## src/hdl/video_config.svh

```systemverilog
// geometry of the simulation-sized screen, memory fetch window,
// register number width and register numbers of the video engine
`ifndef VIDEO_CONFIG_SVH
`define VIDEO_CONFIG_SVH

`define VID_VISIBLE_WIDTH       16      // visible pixels per line
`define VID_VISIBLE_HEIGHT      4       // visible lines, at the top of the frame
`define VID_OFFSCREEN_WIDTH     8       // blanking pixels, at the start of each line
`define VID_TOTAL_HEIGHT        7       // lines per frame

`define VID_HSYNC_START         2
`define VID_HSYNC_END           4
`define VID_VSYNC_START         5
`define VID_VSYNC_END           6

// fetch window opens 6 pixels early and closes on the last visible pixel
`define VID_FETCH_BEGIN         (`VID_OFFSCREEN_WIDTH - 6)
`define VID_FETCH_END           (`VID_OFFSCREEN_WIDTH + `VID_VISIBLE_WIDTH - 1)

`define VID_REG_NUM_W           6       // register number width

`define XR_VID_CTRL             6'h00   // border color
`define XR_VID_INTR             6'h03   // write forces a video interrupt
`define XR_SCANLINE             6'h08   // current line, read only
`define XR_VID_HSIZE            6'h0A   // visible width, read only
`define XR_VID_VSIZE            6'h0B   // visible height, read only
`define XR_PA_GFX_CTRL          6'h10
`define XR_PA_DISP_ADDR         6'h12
`define XR_PA_LINE_LEN          6'h13

`define BORDER_RESET_COLOR      8'h08   // dark grey shows the engine is alive

`endif

```

## src/hdl/video_pkg.sv

```systemverilog
// shared data types of the video engine
// word, address, palette index and counter types
// display word union with its 8 and 4 bit pixel views
`default_nettype none

`include "video_config.svh"

package video_pkg;

typedef logic [15:0]    word_t;                 // register and video RAM data word
typedef logic [15:0]    addr_t;                 // video RAM word address
typedef logic [7:0]     color_t;                // palette index

// counters cover the whole line and the whole frame
typedef logic [$clog2(`VID_OFFSCREEN_WIDTH + `VID_VISIBLE_WIDTH)-1:0]  hcount_t;
typedef logic [$clog2(`VID_TOTAL_HEIGHT)-1:0]                         vcount_t;

typedef logic           bpp_t;                  // 0 = 4 bits per pixel, 1 = 8 bits per pixel

// one fetched display word, leftmost pixel in the high bits
typedef union packed {
    word_t              word;
    logic [1:0][7:0]    pix8;                   // two 8 bpp pixels, [1] shown first
    logic [3:0][3:0]    pix4;                   // four 4 bpp pixels, [3] shown first
} disp_word_u;

endpackage

`default_nettype wire

```

## src/hdl/video_timing.sv

```systemverilog
// pixel and line counters with visible flags and line/frame strobes
// registered hsync, vsync and data enable
// memory fetch window on visible lines
`default_nettype none

`include "video_config.svh"

module video_timing
    import video_pkg::*;
(
    input  wire logic       clk,
    input  wire logic       reset_i,
    output      hcount_t    h_count_o,          // pixel within line
    output      vcount_t    v_count_o,          // line within frame
    output      logic       h_visible_o,
    output      logic       v_visible_o,
    output      logic       end_of_line_o,      // last pixel of any line
    output      logic       end_of_frame_o,     // last pixel of last line
    output      logic       end_of_visible_o,   // last pixel of last visible line
    output      logic       mem_fetch_o,        // display fetch window
    output      logic       hsync_o,
    output      logic       vsync_o,
    output      logic       dv_de_o
);

localparam int H_TOTAL = `VID_OFFSCREEN_WIDTH + `VID_VISIBLE_WIDTH;

logic mem_fetch_next;

// flags decoded straight from the counters
always_comb begin
    h_visible_o         = h_count_o >= hcount_t'(`VID_OFFSCREEN_WIDTH);
    v_visible_o         = v_count_o < vcount_t'(`VID_VISIBLE_HEIGHT);
    end_of_line_o       = h_count_o == hcount_t'(H_TOTAL - 1);
    end_of_frame_o      = end_of_line_o && (v_count_o == vcount_t'(`VID_TOTAL_HEIGHT - 1));
    end_of_visible_o    = end_of_line_o && (v_count_o == vcount_t'(`VID_VISIBLE_HEIGHT - 1));
end

// window is set at the begin count and held until the end count
always_comb begin
    if (mem_fetch_o) begin
        mem_fetch_next = h_count_o != hcount_t'(`VID_FETCH_END);
    end else begin
        mem_fetch_next = h_count_o == hcount_t'(`VID_FETCH_BEGIN);
    end
    mem_fetch_next = mem_fetch_next && v_visible_o;
end

always_ff @(posedge clk) begin
    if (reset_i) begin
        h_count_o   <= '0;
        v_count_o   <= '0;
    end else if (end_of_line_o) begin
        h_count_o   <= '0;
        v_count_o   <= end_of_frame_o ? '0 : v_count_o + 1'b1;
    end else begin
        h_count_o   <= h_count_o + 1'b1;
    end
end

// outputs lag the counters by one clock
always_ff @(posedge clk) begin
    if (reset_i) begin
        hsync_o     <= 1'b0;
        vsync_o     <= 1'b0;
        dv_de_o     <= 1'b0;
        mem_fetch_o <= 1'b0;
    end else begin
        hsync_o     <= (h_count_o >= hcount_t'(`VID_HSYNC_START)) &&
                       (h_count_o < hcount_t'(`VID_HSYNC_END));
        vsync_o     <= (v_count_o >= vcount_t'(`VID_VSYNC_START)) &&
                       (v_count_o < vcount_t'(`VID_VSYNC_END));
        dv_de_o     <= h_visible_o && v_visible_o;
        mem_fetch_o <= mem_fetch_next;
    end
end

endmodule

`default_nettype wire

```

## src/hdl/video_regs.sv

```systemverilog
// configuration registers of the video engine
// single cycle writes, read data one clock after the register number
// video interrupt pulse from end of visible frame or a register write
`default_nettype none

`include "video_config.svh"

module video_regs
    import video_pkg::*;
(
    input  wire logic                       clk,
    input  wire logic                       reset_i,
    input  wire logic                       reg_wr_i,       // write strobe
    input  wire logic [`VID_REG_NUM_W-1:0]  reg_num_i,
    input  wire word_t                      reg_data_i,
    output      word_t                      reg_data_o,     // read data, one clock late
    input  wire vcount_t                    v_count_i,
    input  wire logic                       end_of_visible_i,
    output      logic                       video_intr_o,
    output      color_t                     border_color_o,
    output      logic                       pf_blank_o,
    output      bpp_t                       pf_bpp_o,
    output      color_t                     pf_colorbase_o,
    output      addr_t                      pf_start_addr_o,
    output      word_t                      pf_line_len_o
);

word_t rd_data;

always_ff @(posedge clk) begin
    if (reset_i) begin
        border_color_o  <= `BORDER_RESET_COLOR;
        pf_blank_o      <= 1'b1;                // playfield starts blanked
        pf_bpp_o        <= 1'b1;                // 8 bpp
        pf_colorbase_o  <= 8'h00;
        pf_start_addr_o <= 16'h0000;
        pf_line_len_o   <= word_t'(`VID_VISIBLE_WIDTH / 2);   // one line of 8 bpp words
    end else if (reg_wr_i) begin
        case (reg_num_i)
            `XR_VID_CTRL: begin
                border_color_o  <= reg_data_i[7:0];
            end
            `XR_PA_GFX_CTRL: begin
                pf_colorbase_o  <= reg_data_i[15:8];
                pf_blank_o      <= reg_data_i[7];
                pf_bpp_o        <= reg_data_i[4];
            end
            `XR_PA_DISP_ADDR: begin
                pf_start_addr_o <= reg_data_i;
            end
            `XR_PA_LINE_LEN: begin
                pf_line_len_o   <= reg_data_i;
            end
            default: begin
            end
        endcase
    end
end

// one clock pulse, also forced by any write to the interrupt register
always_ff @(posedge clk) begin
    if (reset_i) begin
        video_intr_o    <= 1'b0;
    end else begin
        video_intr_o    <= end_of_visible_i || (reg_wr_i && (reg_num_i == `XR_VID_INTR));
    end
end

// read mux, unused bits and unknown registers give zero
always_comb begin
    case (reg_num_i)
        `XR_VID_CTRL:       rd_data = {8'h00, border_color_o};
        `XR_SCANLINE:       rd_data = word_t'(v_count_i);
        `XR_VID_HSIZE:      rd_data = word_t'(`VID_VISIBLE_WIDTH);
        `XR_VID_VSIZE:      rd_data = word_t'(`VID_VISIBLE_HEIGHT);
        `XR_PA_GFX_CTRL:    rd_data = {pf_colorbase_o, pf_blank_o, 2'b00, pf_bpp_o, 4'h0};
        `XR_PA_DISP_ADDR:   rd_data = pf_start_addr_o;
        `XR_PA_LINE_LEN:    rd_data = pf_line_len_o;
        default:            rd_data = 16'h0000;
    endcase
end

always_ff @(posedge clk) begin
    reg_data_o  <= rd_data;
end

endmodule

`default_nettype wire

```

## src/hdl/bitmap_playfield.sv

```systemverilog
// bitmap playfield with per-frame configuration latch
// line address stepping and sequential video RAM word fetch
// pixel shift-out into palette indices with color base XOR
`default_nettype none

`include "video_config.svh"

module bitmap_playfield
    import video_pkg::*;
(
    input  wire logic       clk,
    input  wire logic       reset_i,
    input  wire logic       h_visible_i,
    input  wire logic       v_visible_i,
    input  wire logic       end_of_line_i,
    input  wire logic       end_of_frame_i,
    input  wire logic       mem_fetch_i,        // fetch window from timing
    input  wire color_t     border_color_i,
    input  wire logic       pf_blank_i,
    input  wire bpp_t       pf_bpp_i,
    input  wire color_t     pf_colorbase_i,
    input  wire addr_t      pf_start_addr_i,
    input  wire word_t      pf_line_len_i,
    output      logic       vram_sel_o,
    output      addr_t      vram_addr_o,
    input  wire word_t      vram_data_i,        // valid one clock after vram_sel_o
    output      color_t     color_index_o
);

// first fetch decision leaves room for select, data and shift load
// ahead of the first visible pixel
localparam int FETCH_SKIP = `VID_OFFSCREEN_WIDTH - `VID_FETCH_BEGIN - 4;
localparam int FETCH_SPAN = `VID_VISIBLE_WIDTH;

logic       blank_q;                            // frame copies of the config
bpp_t       bpp_q;
color_t     colorbase_q;
word_t      line_len_q;
addr_t      line_addr;                          // first word of current line
addr_t      fetch_addr;                         // next word to fetch
hcount_t    fetch_pos;                          // clocks since window opened
hcount_t    fetch_off;
logic       fetch_go;
logic       data_valid;                         // vram_data_i holds a fetched word
disp_word_u pix_word;                           // word being shifted out
color_t     pixel;

always_comb begin
    fetch_off   = fetch_pos - hcount_t'(FETCH_SKIP);
    fetch_go    = mem_fetch_i && !blank_q &&
                  (fetch_pos >= FETCH_SKIP) && (fetch_pos < FETCH_SKIP + FETCH_SPAN) &&
                  (bpp_q ? !fetch_off[0] : (fetch_off[1:0] == 2'b00));
end

always_ff @(posedge clk) begin
    if (reset_i) begin
        blank_q     <= 1'b1;
        bpp_q       <= 1'b1;
    end else if (end_of_frame_i) begin
        blank_q     <= pf_blank_i;
        bpp_q       <= pf_bpp_i;
    end
end

always_ff @(posedge clk) begin
    if (end_of_frame_i) begin
        colorbase_q <= pf_colorbase_i;
        line_len_q  <= pf_line_len_i;
        line_addr   <= pf_start_addr_i;
    end else if (end_of_line_i && v_visible_i) begin
        line_addr   <= line_addr + line_len_q;  // step after each visible line
    end
end

always_ff @(posedge clk) begin
    if (reset_i) begin
        fetch_pos   <= '0;
        vram_sel_o  <= 1'b0;
        data_valid  <= 1'b0;
    end else begin
        fetch_pos   <= mem_fetch_i ? fetch_pos + 1'b1 : '0;
        vram_sel_o  <= fetch_go;
        data_valid  <= vram_sel_o;
    end
end

always_ff @(posedge clk) begin
    if (!mem_fetch_i) begin
        fetch_addr  <= line_addr;               // rewind between windows
    end else if (fetch_go) begin
        fetch_addr  <= fetch_addr + 1'b1;
        vram_addr_o <= fetch_addr;
    end
end

// load lands one clock before the word's first pixel
always_ff @(posedge clk) begin
    if (data_valid) begin
        pix_word.word   <= vram_data_i;
    end else if (bpp_q) begin
        pix_word.pix8   <= {pix_word.pix8[0], 8'h00};
    end else begin
        pix_word.pix4   <= {pix_word.pix4[2:0], 4'h0};
    end
end

always_comb begin
    if (bpp_q) begin
        pixel   = pix_word.pix8[1];
    end else begin
        pixel   = {4'h0, pix_word.pix4[3]};     // zero extended nibble
    end
end

// registered to line up with the data enable
always_ff @(posedge clk) begin
    if (!(h_visible_i && v_visible_i) || blank_q) begin
        color_index_o   <= border_color_i;
    end else begin
        color_index_o   <= pixel ^ colorbase_q;
    end
end

endmodule

`default_nettype wire

```

## src/hdl/video_gen.sv

```systemverilog
// top level of the bitmap display engine
// connects video timing, configuration registers and the playfield
`default_nettype none

`include "video_config.svh"

module video_gen
    import video_pkg::*;
(
    input  wire logic                       clk,
    input  wire logic                       reset_i,
    input  wire logic                       reg_wr_i,
    input  wire logic [`VID_REG_NUM_W-1:0]  reg_num_i,
    input  wire word_t                      reg_data_i,
    output      word_t                      reg_data_o,
    output      logic                       video_intr_o,
    output      logic                       vram_sel_o,
    output      addr_t                      vram_addr_o,
    input  wire word_t                      vram_data_i,
    output      color_t                     color_index_o,
    output      logic                       hsync_o,
    output      logic                       vsync_o,
    output      logic                       dv_de_o
);

vcount_t    v_count;
logic       h_visible;
logic       v_visible;
logic       end_of_line;
logic       end_of_frame;
logic       end_of_visible;
logic       mem_fetch;

color_t     border_color;
logic       pf_blank;
bpp_t       pf_bpp;
color_t     pf_colorbase;
addr_t      pf_start_addr;
word_t      pf_line_len;

video_timing u_timing (
    .clk                (clk),
    .reset_i            (reset_i),
    .h_count_o          (),                     // pixel position only matters inside timing
    .v_count_o          (v_count),
    .h_visible_o        (h_visible),
    .v_visible_o        (v_visible),
    .end_of_line_o      (end_of_line),
    .end_of_frame_o     (end_of_frame),
    .end_of_visible_o   (end_of_visible),
    .mem_fetch_o        (mem_fetch),
    .hsync_o            (hsync_o),
    .vsync_o            (vsync_o),
    .dv_de_o            (dv_de_o)
);

video_regs u_regs (
    .clk                (clk),
    .reset_i            (reset_i),
    .reg_wr_i           (reg_wr_i),
    .reg_num_i          (reg_num_i),
    .reg_data_i         (reg_data_i),
    .reg_data_o         (reg_data_o),
    .v_count_i          (v_count),
    .end_of_visible_i   (end_of_visible),
    .video_intr_o       (video_intr_o),
    .border_color_o     (border_color),
    .pf_blank_o         (pf_blank),
    .pf_bpp_o           (pf_bpp),
    .pf_colorbase_o     (pf_colorbase),
    .pf_start_addr_o    (pf_start_addr),
    .pf_line_len_o      (pf_line_len)
);

bitmap_playfield u_playfield (
    .clk                (clk),
    .reset_i            (reset_i),
    .h_visible_i        (h_visible),
    .v_visible_i        (v_visible),
    .end_of_line_i      (end_of_line),
    .end_of_frame_i     (end_of_frame),
    .mem_fetch_i        (mem_fetch),
    .border_color_i     (border_color),
    .pf_blank_i         (pf_blank),
    .pf_bpp_i           (pf_bpp),
    .pf_colorbase_i     (pf_colorbase),
    .pf_start_addr_i    (pf_start_addr),
    .pf_line_len_i      (pf_line_len),
    .vram_sel_o         (vram_sel_o),
    .vram_addr_o        (vram_addr_o),
    .vram_data_i        (vram_data_i),
    .color_index_o      (color_index_o)
);

endmodule

`default_nettype wire

```

## config.mk

```make
export PLATFORM = sky130hd
export DESIGN_NAME = video_gen
export DESIGN_NICKNAME = d
export VERILOG_FILES = /design/src/hdl/video_pkg.sv /design/src/hdl/video_timing.sv /design/src/hdl/video_regs.sv /design/src/hdl/bitmap_playfield.sv /design/src/hdl/video_gen.sv
export VERILOG_INCLUDE_DIRS = /design/src /design/src/hdl
export SDC_FILE = /design/constraint.sdc
export NUM_CORES = 1
export LEC_CHECK = 0
export BUFFER_PORTS_ARGS = -buffer_cell sky130_fd_sc_hd__buf_2
export CAP_MARGIN = 15
export CORE_ASPECT_RATIO = 0.6
export CORE_MARGIN = 5
export CORE_UTILIZATION = 40
export DETAILED_ROUTE_END_ITERATION = 10
export PLACE_DENSITY = 0.67
export SLEW_MARGIN = 20
export SYNTH_ARGS = -nofsm -noshare
export SYNTH_HDL_FRONTEND = slang
export SYNTH_SLANG_ARGS = --single-unit
```

## constraint.sdc

```tcl
create_clock -name clk -period 5.7 [get_ports clk]
set_clock_uncertainty 0.15 [all_clocks]
set_input_delay 0.285 -clock clk [delete_from_list [all_inputs] [get_ports clk]]
set_output_delay 0.285 -clock clk [all_outputs]
set_load 0.01 [all_outputs]
```

Yosys cells after proc, flatten, opt, wreduce, memory -nomap -nowiden

Index checks and enable logic that the tools add are counted.

Register bits after elaboration: 184

Reduce and logical (&&, ||, !) cells: 27
Order comparisons: 8
Bitwise logic cells: 2
Muxes and demuxes: 12
Add/subtract/negate cells: 6
Equality and inequality tests: 13

Operators with widths:

| cell                                                                          | count |
|---|---|
| 16-bit case mux with 7 select lines                                           | 1 |
| 16-bit 2-to-1 mux                                                             | 6 |
| 6-bit by 4-bit == test with 1-bit output (second input constant)              | 3 |
| 6-bit by 5-bit == test with 1-bit output (second input constant)              | 3 |
| 16-bit by 1-bit adder with 16-bit output (second input constant)              | 1 |
| 16-bit adder                                                                  | 1 |
| 8-bit 2-to-1 mux                                                              | 2 |
| 1-bit logical AND                                                             | 12 |
| 5-bit by 1-bit adder with 5-bit output (second input constant)                | 2 |
| 5-bit by 2-bit >= comparator with 1-bit output (second input constant)        | 2 |
| 2-bit AND reduction                                                           | 5 |
| 8-bit XOR                                                                     | 1 |
| 6-bit by 2-bit == test with 1-bit output (second input constant)              | 1 |
| 6-bit zero test                                                               | 1 |
| 3-bit less-than comparator (second input constant)                            | 2 |
| 5-bit by 2-bit == test with 1-bit output (second input constant)              | 1 |
| 5-bit == test (second input constant)                                         | 1 |
| 5-bit by 4-bit >= comparator with 1-bit output (second input constant)        | 1 |
| 5-bit by 3-bit less-than comparator with 1-bit output (second input constant) | 1 |
| 5-bit less-than comparator (second input constant)                            | 1 |
| 5-bit != test (second input constant)                                         | 1 |
| 2-bit OR reduction                                                            | 2 |
| 3-bit by 1-bit adder with 3-bit output (second input constant)                | 1 |
| 3-bit by 2-bit == test with 1-bit output (second input constant)              | 1 |
| 11 further kinds                                                              | 15 |

Depth between registers and ports, before layout

Depth after elaboration: 7
Depth in mapped cells: 8
Mapped depth without buffers: 8

By module

From an unflattened synthesis, not the netlist that was laid out.

Cell total of the unflattened synthesis: 786
Area, all modules: 8171.6 um2

Modules (own cells, without submodules):

| module           | area each (um2) | times used | cells an instance |
|---|---|---|---|
| bitmap_playfield | 4778.3          | 1          | 410 |
| video_regs       | 2835.2          | 1          | 320 |
| video_timing     | 558.0           | 1          | 56 |

Worst setup path after synthesis

No wires, ideal clock.

Path type: reg2reg
Start: reg u_playfield.line_addr[0]
End: reg u_playfield.line_addr[14], data pin
Required time: 5295 ps
Arrival: 2151 ps
Cell stages (with the launch flop): 8
Buffers on the path: 0
Path slack: 3144 ps
Library setup time: 255 ps
Cells stage by stage: edfxtp_1 -> ha_1 -> fa_1 -> a21o_1 -> a221oi_2 -> nor4_1 -> or3_1 -> a31o_1

Longest elaborated chain between the ends: 3

Ends and longest elaborated chain:

| what                   | line                   | text |
|---|---|---|
| from (decl)            | bitmap_playfield.sv:39 | `addr_t line_addr;` |
| from (signal assigned) | bitmap_playfield.sv:69 | `line_addr <= pf_start_addr_i;` |
| from (signal assigned) | bitmap_playfield.sv:71 | `line_addr <= line_addr + line_len_q;` |
| 16-bit adder           | bitmap_playfield.sv:71 |  |
| 16-bit 2-to-1 mux      | bitmap_playfield.sv:70 | `end else if (end_of_line_i && v_visible_i) begin` |
| 16-bit 2-to-1 mux      | bitmap_playfield.sv:66 | `if (end_of_frame_i) begin` |

Every way passes these cells. The select of a mux whose other input is x is not followed.
A chain may end at the register's enable or synchronous reset.

Worst setup path in the final report

Start: reg u_timing.h_count_o[0]
End: reg u_playfield.line_addr[9], data pin

Longest elaborated chain between the ends: 3

Ends and longest elaborated chain:

| what                   | line                   | text |
|---|---|---|
| from (decl)            | video_timing.sv:13     | `output hcount_t h_count_o,` |
| from (signal assigned) | video_timing.sv:57     | `h_count_o <= h_count_o + 1'b1;` |
| 5-bit == test          | video_timing.sv:34     | `end_of_line_o = h_count_o == hcount_t'(H_TOTAL - 1);` |
| 1-bit logical AND      | video_timing.sv:35     | `` end_of_frame_o = end_of_line_o && (v_count_o == vcount_t'(`VID_TOTAL_HEIGHT - 1)); `` |
| 16-bit 2-to-1 mux      | bitmap_playfield.sv:66 |  |

Every way passes these cells.

==> flow_summary_export.csv <==
group,metric,value,unit
critical_path,start_kind,"register",
sta,slew_violations,0,
routing,vias_per_cell,5.24,
placed_design,gp_congestion,0.900,
cells_and_area,fin_area,9400,um2
floorplanning,die_h,119,um
routing,ant_nets,0,
sta,post-route-min-period,3.02,ns
hold_path,hold_path.class,"primary input to register",
floorplanning,start_util,0.411,
synthesis,yosysTopAreaCell,"dfxtp_1",
cells_and_area,area_growth,19.0,%
synthesis,ys_types,63,
floorplanning,coreArea,19200,um2
critical_path,setup.worst_path.start,"u_timing.h_count_o[0]",
cts,ctsResizeCount,0,
synthesis,synth_common_cells,"144 x nand2_1, 112 x dfxtp_1, 72 x edfxtp_1",
synthesis,synth_cells,771,
cts,numClockSinks,184,
critical_path,crit_fanout,41,
synthesis,synthTopCellsByArea,"dfxtp_1 28%, edfxtp_1 27%, nand2_1 6.8%, a21oi_1 4.2%, ha_1 3.8%",
synthesis,netlist_area,7900,um2
grt,grt_pass1_wl,30400,um
placed_design,port_buffers,85,
synthesis,synth_top_area_frac,0.284,
cts,cts_tree,"done",
routing,drt_iter0_markers,579,
cts,cts_setup_buffers,0,
sta,tns,0,ns
cells_and_area,drive_above_1_share,0.171,
synthesis,syn_avg_cell_area,10.2,um2
synthesis,ys_warn_count,0,
synthesis,async_flop_share,0,
critical_path,critical_path_class,"register to register",
routing,post_drt_wl_per_cell,16.6,um
sta,max_slew_margin,0.427,
routing,drc,0,
sta,hold_viol,0,
grt,track_usage,0.168,
floorplanning,fp.dieArea,22800,um2
sta,setup_ws,2.68,ns
cts,clock_latency,0.44,ns
cts,cts_made_buffers,17,
sta,setup_violations,0,
critical_path,cp_data_required_time,5.84,ns
floorplanning,rows,39,
sta,rsz0062_at_grt,"no",
floorplanning,die_w,191,um
routing,vias,6057,
cells_and_area,nNetsFinal,942,
cells_and_area,final_cell_count_no_fill,1155,
placed_design,dp_hpwl,13800,um
grt,grt_overflow,0,
placed_design,placed_cell_area,8520,um2
critical_path,cp-end-kind,"register",
critical_path,timing.rr.start,"u_timing.h_count_o[0]",
critical_path,reg2reg_slack,2.68,ns
outcome,outcome,"complete, no violations",
sta,timing.fmax,0.331,GHz
hold_path,hold_path_startpoint,"reg_num_i[3]",
power_and_ir_drop,total_power,2.65,mW
placed_design,dp_cells,1091,
cells_and_area,n_antenna_cell,0,
critical_path,reg2reg_to,"u_playfield.line_addr[9]",
placed_design,dp_slack,2.68,ns
routing,dr.pass1.iters,6,
routing,routed_wirelength,19200,um
sta,worst_pin_slew,0.859,ns
synthesis,yosysSeqAreaShare,0.557,
cts,cts_max_level,4,
floorplanning,ios,86,
synthesis,ys_dominant_reg_cell,"dfxtp_1",
synthesis,ys_seq_elements,184,
power_and_ir_drop,ir_worst_vdd,0.226,mV
grt,antenna_found_initial,0,
cts,max-clock-path-buffers,2,
synthesis,synth_edf_count,72,
critical_path,reg2reg_depth,8,
critical_path,cp-endpoint,"u_playfield.line_addr[9]",
sta,fin_crit_sh,0.531,
cells_and_area,fill_cells,1774,
synthesis,syn_nets,837,
critical_path,critPathArrivalTime,3.17,ns
synthesis,synth.most_common_cell,"nand2_1",
power_and_ir_drop,p_leak,3.58,nW
power_and_ir_drop,power-per-cell-area,282,nW/um2
cts,ctsHoldBuffers,32,
run,drv.max_cap_violation_count,0,
grt,grt_start_max_net_pins,69,
cts,clkTransAtPathRegs,0.07,ns
grt,grt_pass1_vias,5597,
cts,root_buffer,"clkbuf_16",
worst max-delay path: stages, from the launching register on:
cell	delay, ns
dfxtp_1	0.40
ha_1	0.25
nand2_1	0.13
nor3b_4	0.37
nand2_2	0.32
inv_2	0.67
a211oi_1	0.17
mux2_2	0.30
nor2_1	0.11
worst min-delay path by stage:
stage                                  to  cells past startpoint
2_1_floorplan    u_playfield.pix_word[14]                      2
3_3_place_gp   u_playfield.colorbase_q[7]                      0
3_5_place_dp   u_playfield.colorbase_q[7]                      0
4_1_cts              u_regs.reg_data_o[1]                      4
5_1_grt              u_regs.reg_data_o[1]                      4
6_report             u_regs.reg_data_o[2]                      5
layout by cell type, fill, tap and decap left out, types with 4 or more instances in the layout:
cell,instances
a21oi_1,67
a21oi_2,19
a222oi_1,14
a22o_1,4
and2_1,6
and3_1,9
buf_2,85
buf_4,4
clkbuf_16,18
dfxtp_1,112
dlygate4sd3_1,32
edfxtp_1,72
ha_1,24
inv_1,24
inv_6,4
mux2i_1,14
nand2_1,144
nand3_1,29
nand3b_1,5
nand4_1,7
nand4b_1,4
nor2_1,40
nor3_1,16
o21ai_0,27
xnor2_1,15
xor2_1,22
per-stage QoR:
step / hold WS, ns / utilization
floorplan: 0.244 / -
global placement: 0.294 / 0.443
detailed placement: 0.294 / 0.443
CTS: 0.134 / 0.489
global route: 0.169 / 0.489
finish: 0.148 / 0.489
layout make-up:
class	instances	area, um2	share of cell area
Clock inverter	13	105	0.0112
Multi-Input combinational cell	528	3240	0.344
Clock buffer	19	454	0.0483
Inverter	24	90.1	0.00958
Tap cell	266	333	0.0354
Sequential cell	184	4400	0.469
Timing Repair Buffer	121	776	0.0825
logic make-up (layout without fill, tap and decap cells):
kind of cell | after synthesis | after routing | synth area share
DFF | 184 | 184 | 0.557
adders and majority gates | 25 | 25 | 0.0405
xor gates and xnor gates | 37 | 37 | 0.0410
buffers and inverters | 59 | 177 | 0.0329
muxes | 17 | 17 | 0.0220
and+or+nand+nor | 286 | 286 | 0.170
AOI/OAI and AO/OA | 163 | 163 | 0.136
per-layer routing:
metal	vias to the layer above	GRT usage	wire length [um]
li1	2962	-	-
met1	2854	0.274	9730
met2	226	0.223	7790
met3	15	0.0424	1570
met4	0	0.0323	146
met5	-	0	0
report_power, final:
part           internal (mW)  total, mW  switching, mW
Combinational         0.0483      0.109         0.0603
Clock                  0.596       1.13          0.538
Sequential              1.38       1.41         0.0214
Total                   2.03       2.65          0.619
registers in the layout (all words and copies together) (netlist names), 3 cells and up:
signal	flops
u_playfield.fetch_addr	16
u_playfield.line_addr	16
u_playfield.line_len_q	16
u_playfield.pix_word	16
u_playfield.vram_addr_o	16
u_regs.pf_line_len_o	16
u_regs.pf_start_addr_o	16
u_regs.reg_data_o	16
u_playfield.color_index_o	8
u_playfield.colorbase_q	8
u_regs.border_color_o	8
u_regs.pf_colorbase_o	8
u_playfield.fetch_pos	5
u_timing.h_count_o	5
u_timing.v_count_o	3
No activity file was read; power rests on OpenSTA's default activity.
